==> src/hw/calc_pkg.sv <==
package calc_pkg;

    // One decimal digit, operand or display
    localparam int DIGIT_WIDTH = 4;

    // Largest result is 9 x 9 = 81
    localparam int RESULT_WIDTH = 7;

    // Sign digit codes for the display driver
    localparam logic [DIGIT_WIDTH-1:0] SIGN_MINUS = 4'd10;
    localparam logic [DIGIT_WIDTH-1:0] SIGN_BLANK = 4'd11;

    typedef enum logic [1:0] {
        S_ENTER_A = 2'd0,  // Waiting for first operand
        S_HAVE_A  = 2'd1,  // Waiting for operator
        S_ENTER_B = 2'd2,  // Waiting for second operand
        S_HAVE_B  = 2'd3   // Waiting for equals
    } calc_state_e;

    typedef enum logic [1:0] {
        OP_NONE = 2'd0,
        OP_ADD  = 2'd1,
        OP_SUB  = 2'd2,
        OP_MUL  = 2'd3
    } calc_op_e;

endpackage

==> src/hw/keypad_pkg.sv <==
package keypad_pkg;

    // 4x4 matrix, one column strobe, four row lines
    localparam int SCAN_WIDTH = 4;

    // Key index fits 0..16
    localparam int KEY_WIDTH = 5;

    localparam int LED_WIDTH = 5;

    // All segments off when no key is seen
    localparam logic [LED_WIDTH-1:0] LED_IDLE = 5'd31;

    // Index = 4 * column position + row position + 1
    // LED code of a key is LED_IDLE minus its index
    typedef enum logic [KEY_WIDTH-1:0] {
        K_NONE = 5'd0,
        K_1    = 5'd1,   // Col 0
        K_2    = 5'd2,
        K_3    = 5'd3,
        K_MUL  = 5'd4,
        K_4    = 5'd5,   // Col 1
        K_5    = 5'd6,
        K_6    = 5'd7,
        K_Y    = 5'd8,
        K_7    = 5'd9,   // Col 2
        K_8    = 5'd10,
        K_9    = 5'd11,
        K_CLR  = 5'd12,
        K_0    = 5'd13,  // Col 3
        K_ADD  = 5'd14,
        K_SUB  = 5'd15,
        K_EQ   = 5'd16
    } key_e;

endpackage

==> src/hw/bcd_splitter.sv <==
`timescale 1ns/1ns

module bcd_splitter (
    input  logic [calc_pkg::RESULT_WIDTH-1:0] result,
    output logic [calc_pkg::DIGIT_WIDTH-1:0]  led_tens,
    output logic [calc_pkg::DIGIT_WIDTH-1:0]  led_ones
);

    import calc_pkg::*;

    localparam int MAX_TENS = 9;

    logic [RESULT_WIDTH-1:0] decade_base;

    // Highest decade not above the result
    always_comb begin
        led_tens    = '0;
        decade_base = '0;
        for (int d = 1; d <= MAX_TENS; d++) begin
            if (result >= RESULT_WIDTH'(d * 10)) begin
                led_tens    = DIGIT_WIDTH'(d);
                decade_base = RESULT_WIDTH'(d * 10);
            end
        end
        led_ones = DIGIT_WIDTH'(result - decade_base);  // Remainder below 10
    end

endmodule

==> src/hw/calc_fsm.sv <==
`timescale 1ns/1ns

module calc_fsm (
    input  logic                               time1Oms,
    input  logic                               reset,
    input  keypad_pkg::key_e                   key,
    output logic [calc_pkg::RESULT_WIDTH-1:0]  result,
    output logic                               point_time,
    output logic [calc_pkg::DIGIT_WIDTH-1:0]   led_sign
);

    import keypad_pkg::*;
    import calc_pkg::*;

    calc_state_e            state;
    calc_op_e               op;
    logic [DIGIT_WIDTH-1:0] operand_a;
    logic [DIGIT_WIDTH-1:0] operand_b;

    logic                    is_digit;
    logic [DIGIT_WIDTH-1:0]  digit;
    logic [RESULT_WIDTH-1:0] wide_a;
    logic [RESULT_WIDTH-1:0] wide_b;
    logic [RESULT_WIDTH-1:0] sum;
    logic [RESULT_WIDTH-1:0] diff_ab;
    logic [RESULT_WIDTH-1:0] diff_ba;
    logic [RESULT_WIDTH-1:0] product;

    // Digit value of a numeric key
    always_comb begin
        is_digit = 1'b1;
        case (key)
            K_0:     digit = 4'd0;
            K_1:     digit = 4'd1;
            K_2:     digit = 4'd2;
            K_3:     digit = 4'd3;
            K_4:     digit = 4'd4;
            K_5:     digit = 4'd5;
            K_6:     digit = 4'd6;
            K_7:     digit = 4'd7;
            K_8:     digit = 4'd8;
            K_9:     digit = 4'd9;
            default: begin
                is_digit = 1'b0;
                digit    = '0;
            end
        endcase
    end

    assign wide_a  = RESULT_WIDTH'(operand_a);
    assign wide_b  = RESULT_WIDTH'(operand_b);
    assign sum     = wide_a + wide_b;
    assign diff_ab = wide_a - wide_b;
    assign diff_ba = wide_b - wide_a;
    assign product = wide_a * wide_b;  // At most 81

    always_ff @(posedge time1Oms or negedge reset) begin
        if (!reset) begin
            state      <= S_ENTER_A;
            op         <= OP_NONE;
            operand_a  <= '0;
            operand_b  <= '0;
            result     <= '0;
            point_time <= 1'b1;
            led_sign   <= SIGN_BLANK;
        end else if (is_digit) begin
            case (state)
                S_ENTER_A: begin
                    operand_a <= digit;
                    result    <= RESULT_WIDTH'(digit);
                    led_sign  <= SIGN_BLANK;
                    state     <= S_HAVE_A;
                end
                S_ENTER_B: begin
                    operand_b <= digit;
                    result    <= RESULT_WIDTH'(digit);
                    state     <= S_HAVE_B;
                end
                default: ;  // Extra digits dropped
            endcase
        end else begin
            case (key)
                K_ADD, K_SUB, K_MUL: begin
                    if (state == S_HAVE_A) begin
                        state      <= S_ENTER_B;
                        point_time <= (key == K_ADD);  // Point lit only for plus
                        if (key == K_ADD) begin
                            op <= OP_ADD;
                        end else if (key == K_SUB) begin
                            op <= OP_SUB;
                        end else begin
                            op <= OP_MUL;
                        end
                    end
                end
                K_EQ: begin
                    case (op)
                        OP_ADD: begin
                            result   <= sum;
                            led_sign <= SIGN_BLANK;
                        end
                        OP_SUB: begin
                            if (operand_a >= operand_b) begin
                                result   <= diff_ab;
                                led_sign <= SIGN_BLANK;
                            end else begin
                                result   <= diff_ba;   // Magnitude, sign shown apart
                                led_sign <= SIGN_MINUS;
                            end
                        end
                        OP_MUL: begin
                            result   <= product;
                            led_sign <= SIGN_BLANK;
                        end
                        default: ;  // Nothing pending, keep display
                    endcase
                    point_time <= 1'b1;
                    op         <= OP_NONE;
                    state      <= S_ENTER_A;
                end
                K_CLR: begin
                    state      <= S_ENTER_A;
                    op         <= OP_NONE;
                    operand_a  <= '0;
                    operand_b  <= '0;
                    result     <= '0;
                    point_time <= 1'b1;
                    led_sign   <= SIGN_BLANK;
                end
                default: ;  // Y and idle scans
            endcase
        end
    end

endmodule

==> src/hw/calculator_top.sv <==
`timescale 1ns/1ns

module calculator_top (
    input  logic                             time1Oms,
    input  logic                             reset,
    input  logic [keypad_pkg::SCAN_WIDTH-1:0] key_in,
    output logic [keypad_pkg::SCAN_WIDTH-1:0] key_out,
    output logic [keypad_pkg::LED_WIDTH-1:0]  led,
    output logic                             point_time,
    output logic [calc_pkg::DIGIT_WIDTH-1:0]  led_sign,
    output logic [calc_pkg::DIGIT_WIDTH-1:0]  led_tens,
    output logic [calc_pkg::DIGIT_WIDTH-1:0]  led_ones
);

    import keypad_pkg::*;
    import calc_pkg::*;

    key_e                    key;
    logic [RESULT_WIDTH-1:0] result;  // Binary value before decimal split

    key_scanner scanner_inst (
        .time1Oms (time1Oms),
        .reset    (reset),
        .key_out  (key_out)
    );

    key_decoder decoder_inst (
        .time1Oms (time1Oms),
        .reset    (reset),
        .key_in   (key_in),
        .key_out  (key_out),
        .key      (key),
        .led      (led)
    );

    calc_fsm fsm_inst (
        .time1Oms   (time1Oms),
        .reset      (reset),
        .key        (key),
        .result     (result),
        .point_time (point_time),
        .led_sign   (led_sign)
    );

    bcd_splitter splitter_inst (
        .result   (result),
        .led_tens (led_tens),
        .led_ones (led_ones)
    );

endmodule

==> src/hw/key_decoder.sv <==
`timescale 1ns/1ns

module key_decoder (
    input  logic                             time1Oms,
    input  logic                             reset,
    input  logic [keypad_pkg::SCAN_WIDTH-1:0] key_in,
    input  logic [keypad_pkg::SCAN_WIDTH-1:0] key_out,
    output keypad_pkg::key_e                  key,
    output logic [keypad_pkg::LED_WIDTH-1:0]  led
);

    import keypad_pkg::*;

    localparam int POS_WIDTH = $clog2(SCAN_WIDTH);

    logic [POS_WIDTH-1:0] row_pos;
    logic [POS_WIDTH-1:0] col_pos;
    logic                 row_ok;
    logic                 col_ok;

    // Position of the single set bit in rows and columns
    always_comb begin
        row_pos = '0;
        col_pos = '0;
        for (int i = 0; i < SCAN_WIDTH; i++) begin
            if (key_in[i]) begin
                row_pos = POS_WIDTH'(i);
            end
            if (key_out[i]) begin
                col_pos = POS_WIDTH'(i);
            end
        end
        row_ok = $onehot(key_in);   // Two rows at once is a ghost
        col_ok = $onehot(key_out);
    end

    always_comb begin
        if (row_ok && col_ok) begin
            key = key_e'(KEY_WIDTH'({col_pos, row_pos}) + KEY_WIDTH'(1));
        end else begin
            key = K_NONE;
        end
    end

    always_ff @(posedge time1Oms or negedge reset) begin
        if (!reset) begin
            led <= LED_IDLE;
        end else if (key == K_NONE) begin
            led <= LED_IDLE;
        end else begin
            led <= LED_IDLE - LED_WIDTH'(key);  // 31 minus key index
        end
    end

endmodule

==> src/hw/key_scanner.sv <==
`timescale 1ns/1ns

module key_scanner (
    input  logic                            time1Oms,
    input  logic                            reset,
    output logic [keypad_pkg::SCAN_WIDTH-1:0] key_out
);

    import keypad_pkg::*;

    localparam logic [SCAN_WIDTH-1:0] STROBE_INIT = SCAN_WIDTH'(1);

    logic [SCAN_WIDTH-1:0] strobe;

    always_ff @(posedge time1Oms or negedge reset) begin
        if (!reset) begin
            strobe  <= STROBE_INIT;
            key_out <= '0;
        end else begin
            key_out <= strobe;
            if ($onehot(strobe)) begin
                strobe <= {strobe[SCAN_WIDTH-2:0], strobe[SCAN_WIDTH-1]};  // Next column
            end else begin
                strobe <= STROBE_INIT;  // Recover from upset
            end
        end
    end

endmodule

==> config.mk <==
export PLATFORM = sky130hd
export DESIGN_NAME = calculator_top
export DESIGN_NICKNAME = d
export VERILOG_FILES = /design/src/hw/calc_pkg.sv /design/src/hw/keypad_pkg.sv /design/src/hw/bcd_splitter.sv /design/src/hw/calc_fsm.sv /design/src/hw/calculator_top.sv /design/src/hw/key_decoder.sv /design/src/hw/key_scanner.sv
export SDC_FILE = /design/constraint.sdc
export NUM_CORES = 1
export LEC_CHECK = 0
export ABC_AREA = 0
export BUFFER_PORTS_ARGS = -buffer_cell sky130_fd_sc_hd__buf_2
export CAP_MARGIN = 30
export CORE_ASPECT_RATIO = 0.7
export CORE_UTILIZATION = 40
export CTS_BUF_LIST = sky130_fd_sc_hd__clkbuf_16
export DETAILED_ROUTE_END_ITERATION = 8
export GPL_ROUTABILITY_DRIVEN = 1
export PLACE_DENSITY = 0.58
export SETUP_SLACK_MARGIN = 0.02
export SLEW_MARGIN = 20
export SYNTH_ARGS = -nofsm -noshare
export SYNTH_HDL_FRONTEND = slang
export SYNTH_SLANG_ARGS = --single-unit
==> constraint.sdc <==
create_clock -name time1Oms -period 7.5 [get_ports time1Oms]
set_clock_uncertainty 0.1 [all_clocks]
set_input_delay 0.375 -clock time1Oms [delete_from_list [all_inputs] [get_ports time1Oms]]
set_output_delay 0.375 -clock time1Oms [all_outputs]
set_load 0.01 [all_outputs]
# ---- Yosys cells after proc, flatten, opt, wreduce, memory -nomap -nowiden
# Index checks and enable logic that the tools add are counted.
dict set report word_totals {
  in_bits 6
  reg_bits 37
  wordCells 140
  output_inout_bits 22
}
dict set report op_classes {
  n_addsub 15
  multipliers 1
  magnitude_cmp 10
  bitwise 1
  n_reduce_logical 18
  n_eq_ne 31
  n_mux 54
}
# op count
set ops {}
lappend ops {{2-to-1 mux 4 bit} 19}
lappend ops {{case mux 4 bit (9 select lines)} 1}
lappend ops {{equality test 5 x 4 -> 1 bit, second input constant} 7}
lappend ops {{greater-or-equal comparator 7 x 6 -> 1 bit, second input constant} 3}
lappend ops {{greater-or-equal comparator 7 bit, second input constant} 3}
lappend ops {{2-to-1 mux 7 bit} 3}
lappend ops {{case mux 7 bit (3 select lines)} 1}
lappend ops {{equality test 5 x 3 -> 1 bit, second input constant} 4}
lappend ops {{2-to-1 mux 2 bit} 10}
lappend ops {{case mux 4 bit (2 select lines)} 2}
lappend ops {{greater-or-equal comparator 7 x 5 -> 1 bit, second input constant} 2}
lappend ops {{case mux 7 bit (2 select lines)} 1}
lappend ops {{adder 1 x 1 -> 2 bit} 6}
lappend ops {{2-to-1 mux 3 bit} 4}
lappend ops {{case mux 2 bit (2 select lines)} 3}
lappend ops {{AND reduction 3 bit} 4}
lappend ops {{equality test 5 x 2 -> 1 bit, second input constant} 2}
lappend ops {{2-to-1 mux 5 bit} 2}
lappend ops {{OR reduction 10 bit} 1}
lappend ops {{subtractor 4 x 4 -> 5 bit} 2}
lappend ops {{adder 3 bit} 3}
lappend ops {{equality test 3 x 1 -> 1 bit, second input constant} 3}
lappend ops {{greater-or-equal comparator 7 x 4 -> 1 bit, second input constant} 1}
lappend ops {{multiplier 4 x 4 -> 7 bit} 1}
lappend ops {{26 further kinds} 42}

# ---- Logic depth before layout (Yosys ltp)
dict set report logic_depth {
  ltp_word 11
  ltp_mapped 15
  mapped_depth_nobuf 12
}

# ---- Hierarchy
# A second synthesis with hierarchy kept.
dict set report unflattened {
  hier_cells 339
  area_unflattened_um2 3150.5
}
# mod cells_each seq_area_each_um2 instances area_each_um2
set modules_own_cells {}
lappend modules_own_cells {calc_fsm 234 528.0 1 2127.0}
lappend modules_own_cells {key_decoder 43 131.4 1 400.4}
lappend modules_own_cells {key_scanner 20 201.4 1 312.8}
lappend modules_own_cells {bcd_splitter 42 0.0 1 310.3}

# ---- Worst setup path after synthesis
# Ideal clock, no wire load.
dict set report synth_timing {
  path_kind {reg-to-reg}
  startpoint {reg scanner_inst.key_out[3] in the netlist's numbering}
  endpoint {reg fsm_inst.operand_a[0]}
  t_arrival_ns 3.614
  period_less_slack_ns 3.839
  setup_slack_ns 3.661
  setup_ns 0.125
  required_ns 7.275
  path_buffers 1
  path_stages_with_launch 13
  cell_sequence {dfrtp_1 buf_2 inv_1 ha_1 ha_1 fa_1 nor4_1 nand3_1 or4b_1 a221oi_2 nor3_2 o31ai_4 mux2_2}
}
dict set report synth_via {
  elab_chain_len 10
  elab_cells_between_ends 26
  cone_classes {add/sub (3); eq/ne (13); mux (6); reduce/logical (4)}
}
# element line
set synth_rtl {}
lappend synth_rtl {{from (decl)} key_scanner.sv:6} ;# output logic [keypad_pkg::SCAN_WIDTH-1:0] key_out
lappend synth_rtl {{from (signal assigned)} key_scanner.sv:20} ;# key_out <= strobe;
lappend synth_rtl {{adder 1 x 1 -> 2 bit (not written as such)} key_decoder.sv:34} ;# col_ok = $onehot(key_out);
lappend synth_rtl {{adder 3 bit (not written as such)} key_decoder.sv:34}
lappend synth_rtl {{equality test 3 x 1 -> 1 bit} key_decoder.sv:34}
lappend synth_rtl {{logical AND 1 bit} key_decoder.sv:38} ;# if (row_ok && col_ok) begin
lappend synth_rtl {{2-to-1 mux 5 bit (*)} key_decoder.sv:38}
lappend synth_rtl {{equality test 5 x 4 -> 1 bit, or another cell as far along} calc_fsm.sv:32} ;# case (key)
lappend synth_rtl {{OR reduction 10 bit (no source line)} --}
lappend synth_rtl {{2-to-1 mux 1 bit} calc_fsm.sv:32}
lappend synth_rtl {{inequality test 2 bit (no source line) / nonzero test 2 bit (equally long branches)} --}
lappend synth_rtl {{AND reduction 2 bit (no source line)} --}
lappend synth_rtl {{to (signal assigned)} calc_fsm.sv:69} ;# operand_a <= digit;
lappend synth_rtl {{to (decl)} calc_fsm.sv:17} ;# logic [DIGIT_WIDTH-1:0] operand_a;
# Mark *: on every way between the ends. The rest lies on a longest branch, timed or not. The select of a mux whose other input is x is not followed.
# A chain may end at the register's enable or synchronous reset.

# ---- Final worst setup path
dict set report layout_timing {
  startpoint {reg scanner_inst.key_out[3] in the netlist's numbering}
  endpoint {reg fsm_inst.result[2] in the netlist's numbering}
}
dict set report layout_via {
  elab_chain_len 10
  elab_cells_between_ends 29
  cone_classes {add/sub (3); eq/ne (15); mux (7); reduce/logical (4)}
}
# element line
set layout_rtl {}
lappend layout_rtl {{adder 1 x 1 -> 2 bit (not written as such)} key_decoder.sv:34}
lappend layout_rtl {{adder 3 bit (not written as such)} key_decoder.sv:34}
lappend layout_rtl {{equality test 3 x 1 -> 1 bit} key_decoder.sv:34}
lappend layout_rtl {{logical AND 1 bit} key_decoder.sv:38}
lappend layout_rtl {{2-to-1 mux 5 bit (*)} key_decoder.sv:38}
lappend layout_rtl {{equality test 5 x 4 -> 1 bit, or another cell as far along} calc_fsm.sv:32}
lappend layout_rtl {{OR reduction 10 bit (no source line)} --}
lappend layout_rtl {{2-to-1 mux 1 bit} calc_fsm.sv:32}
lappend layout_rtl {{inequality test 5 x 3 -> 1 bit (no source line), or another cell as far along} --}
lappend layout_rtl {{AND reduction 3 bit (no source line)} --}
lappend layout_rtl {{to (signal assigned)} calc_fsm.sv:70} ;# result <= RESULT_WIDTH'(digit);
lappend layout_rtl {{to (signal assigned)} calc_fsm.sv:76} ;# result <= RESULT_WIDTH'(digit);
lappend layout_rtl {{to (signal assigned)} calc_fsm.sv:99} ;# result <= sum;
lappend layout_rtl {{to (decl)} calc_fsm.sv:7} ;# output logic [calc_pkg::RESULT_WIDTH-1:0] result,
# Marked as above.

==> impl_metrics.py <==
metrics = {
    "grt": {
        "overflow": 0,
        "grt_pass1_wl_um": 12690,
        "grt_pass1_vias": 2474,
        "antenna_found_initial": 0,
        "grt_max_degree": 35,
        "gr-usage-all-layers_pct": 19.23,
    },
    "sta": {
        "fmax_mhz": 235.7,
        "tightest_slew_ns": 0.7711,
        "worst_slack_ns": 3.258,
        "min_period_over_period_pct": 56.56,
        "finalHoldViolCount": 0,
        "grt_setup_unrepaired": "false",
        "finalCriticalPeriod_ns": 4.242,
        "maxSlewHeadroom_pct": 48.05,
        "hold-worst-slack_ns": 0.06724,
        "fin_tns_setup_ns": 0,
        "slew_violations": 0,
        "setup_violations": 0,
    },
    "clocking": {
        "clockBufferDepth": 2,
        "clkSlewWorstSetupHoldPaths_ns": 0.06,
        "cts_setup_buffers": 0,
        "insertion_delay_ns": 0.28,
        "cts_tree": "done",
        "ctsResizeCount": 0,
        "h-tree-depth": 2,
        "cts_root_buf": "clkbuf_16",
        "hold_buffers": 0,
        "cts-buffers-inserted": 5,
        "cts.sinks": 34,
    },
    "floorplan": {
        "start_util_pct": 41.42,
        "chipHeight_um": 77.70,
        "design.core.area_mm2": 0.007905,
        "die_area_mm2": 0.008557,
        "die_width_um": 110.1,
        "io_pins": 28,
        "rows": 27,
    },
    "yosys": {
        "synth_common_cells": "ha_1 (35), inv_1 (35), nor2_1 (31)",
        "async_reset_ff_share_pct": 100.0,
        "synth_area_leader_cell": "dfrtp_1",
        "synth_edf_count": 0,
        "synthesis.instances": 368,
        "synthFlopType": "dfrtp_1",
        "synth_seq_cells": 34,
        "yosysSeqAreaShare_pct": 26.29,
        "yosys.area.top_type_share_pct": 19.87,
        "synth.area.top_cells": "dfrtp_1 (20%), ha_1 (13%), fa_1 (6.7%)",
        "yosysWarnings": 0,
        "yosysUniqueCellTypes": 64,
        "syn-mean-instance-area_um2": 8.898,
        "synth_area_mm2": 0.003274,
    },
    "power": {
        "p_sw_w": 0.0004790,
        "p_sw_share_pct": 44.74,
        "p_int_w": 0.0005916,
        "cellPowerDensity_mw_per_mm2": 300.9,
        "vdd_drop_max_mv": 0.2408,
        "p_leak_nw": 1.672,
        "p_comb_share_pct": 52.2,
        "seqPwrFrac_pct": 29.6,
        "clockPowerShare_pct": 18.2,
    },
    "route": {
        "drt_wl_total_um": 7488,
        "top_layer_used": "met4",
        "drt-met1-wl_um": 4053,
        "wl_met3_um": 513,
        "dr_total_vias": 2602,
        "remaining_drc_errors": 0,
        "wl_per_cell_um": 15.57,
        "drtPass1Iterations": 5,
        "vias_per_cell": 5.410,
        "postRouteAntennaNets": 0,
        "wl_met2_um": 2875,
        "drtIter0Drc": 257,
    },
    "cells_and_area": {
        "final.fill_count": 772,
        "diodes": 0,
        "finalNetCount": 431,
        "drive_above_1_share_pct": 16.84,
        "fin_cells": 481,
        "syn_to_final_growth_pct": 8.674,
        "seq_area_um2": 860.8,
        "multi_input_area_mm2": 0.002171,
    },
    "worst_setup_path": {
        "r2r_cells": 11,
        "start_kind": "flip-flop",
        "cp.arrival_ns": 4.31,
        "worst-path-max-fanout": 13,
        "critPathKind": "reg2reg",
        "crit_required_ns": 7.56,
        "endpoint_kind": "flip-flop",
    },
    "min_path": {
        "min_path_type": "in2async",
    },
    "job": {
        "cap_violations": 0,
    },
    "outcome": {
        "status": "complete, no violations",
    },
    "placement": {
        "pre_cts_ws_ns": 3.316,
        "dp_cells": 473,
        "dp_hpwl_um": 5982,
        "portBuffers": 24,
        "gp_congestion": 0.8996,
    },
}
-- layer usage --
layer / vias to the layer above / GRT usage, %
met5: - / 0
met4: 0 / 2.895
met3: 6 / 5.294
met2: 73 / 24.63
met1: 1231 / 31.49
li1: 1292 / -
-- metrics by stage --
step	area [um^2]	utilization [%]	total power, W
3_5_place_dp	3417	43.23	0.0008733
4_1_cts	3558	45.01	0.001073
2_1_floorplan	3278	-	0.0007090
6_report	3558	45.01	0.001071
3_3_place_gp	3417	43.23	0.0008714
5_1_grt	3558	45.01	0.001164
-- power groups by stage --
stage / clock, W / combinational (W) / sequential (W)
3_5_place_dp: 0 / 0.000556 / 0.000317
6_report: 0.000194 / 0.000559 / 0.000317
3_3_place_gp: 0 / 0.000551 / 0.000321
5_1_grt: 0.000206 / 0.000630 / 0.000328
2_1_floorplan: 0 / 0.000446 / 0.000263
4_1_cts: 0.000199 / 0.000560 / 0.000315
-- worst paths after layout --
path                            slack [ns]                                 to                         startpoint
min in group time1Oms                 0.30  scanner_inst.key_out[1]$_DFF_PN0_   scanner_inst.strobe[1]$_DFF_PN0_
worst max-delay path                  3.26     fsm_inst.result[2]$_DFFE_PN0P_  scanner_inst.key_out[3]$_DFF_PN0_
max in group asynchronous             6.76  scanner_inst.key_out[2]$_DFF_PN0_                              reset
worst min register to register        0.30  scanner_inst.key_out[1]$_DFF_PN0_   scanner_inst.strobe[1]$_DFF_PN0_
worst min-delay path                  0.07  fsm_inst.operand_b[0]$_DFFE_PN0P_                              reset
worst max register to register        3.26     fsm_inst.result[2]$_DFFE_PN0P_  scanner_inst.key_out[3]$_DFF_PN0_
-- cell usage in the layout (no fill, tap or decap), types with 3 or more instances in the layout --
| cell type | instances |
|---|---|
| nand4_1 | 3 |
| ha_1 | 35 |
| dfrtp_1 | 26 |
| xor2_1 | 3 |
| a31oi_1 | 3 |
| nor3_1 | 8 |
| buf_2 | 24 |
| clkinv_1 | 3 |
| and2_1 | 3 |
| conb_1 | 3 |
| nor2_1 | 31 |
| o21bai_1 | 4 |
| dfstp_2 | 8 |
| xnor2_1 | 14 |
| o21a_1 | 4 |
| mux2_2 | 14 |
| nor4_1 | 5 |
| nor2b_1 | 4 |
| o21ai_1 | 3 |
| o21ai_0 | 19 |
| inv_1 | 35 |
| nor4b_1 | 3 |
| nand2_1 | 24 |
| and3_1 | 4 |
| a21oi_1 | 19 |
| fa_1 | 11 |
| clkbuf_16 | 5 |
| a21o_1 | 3 |
| mux2i_1 | 6 |
| nand2b_1 | 7 |
| nand3_1 | 4 |
-- registers in the layout, indices dropped and copies added, names as in the netlist --
register / cells
fsm_inst.point_time: 1
fsm_inst.state: 2
decoder_inst.led: 5
fsm_inst.result: 7
fsm_inst.operand_b: 4
fsm_inst.operand_a: 4
fsm_inst.op: 2
fsm_inst.led_sign: 1
scanner_inst.key_out: 4
scanner_inst.strobe: 4
-- final cells by class --
type	instances	area share, %
timing repair buffer	24	3.376
tap	101	3.551
clock buffer	5	3.516
multi-input combinational	277	61.01
inverter	37	3.903
clock inverter	3	0.4571
sequential	34	24.19
-- cells by family (layout without fill, tap and decap cells) --
family,count (synthesis),after routing,share of synthesized area (%)
buf+inv,58,69,7.528
fa+ha+maj,47,47,20.41
xor+xnor,17,17,4.547
mux,20,20,6.649
compound gates,84,84,17.85
flops,34,34,26.29
simple gates,106,106,16.51
other cells,2,3,0.2294
-- critical path, stage by stage (launching register included) --
cell,delay [ns]
dfrtp_1,0.56
inv_1,0.08
ha_1,0.28
ha_1,0.21
fa_1,0.43
nor4_1,0.35
nand3_1,0.28
or4b_1,0.60
a221oi_2,0.33
nor3_2,0.20
o21ai_2,0.32
mux2_2,0.38
Note: power is estimated with default switching activity, not from simulation.
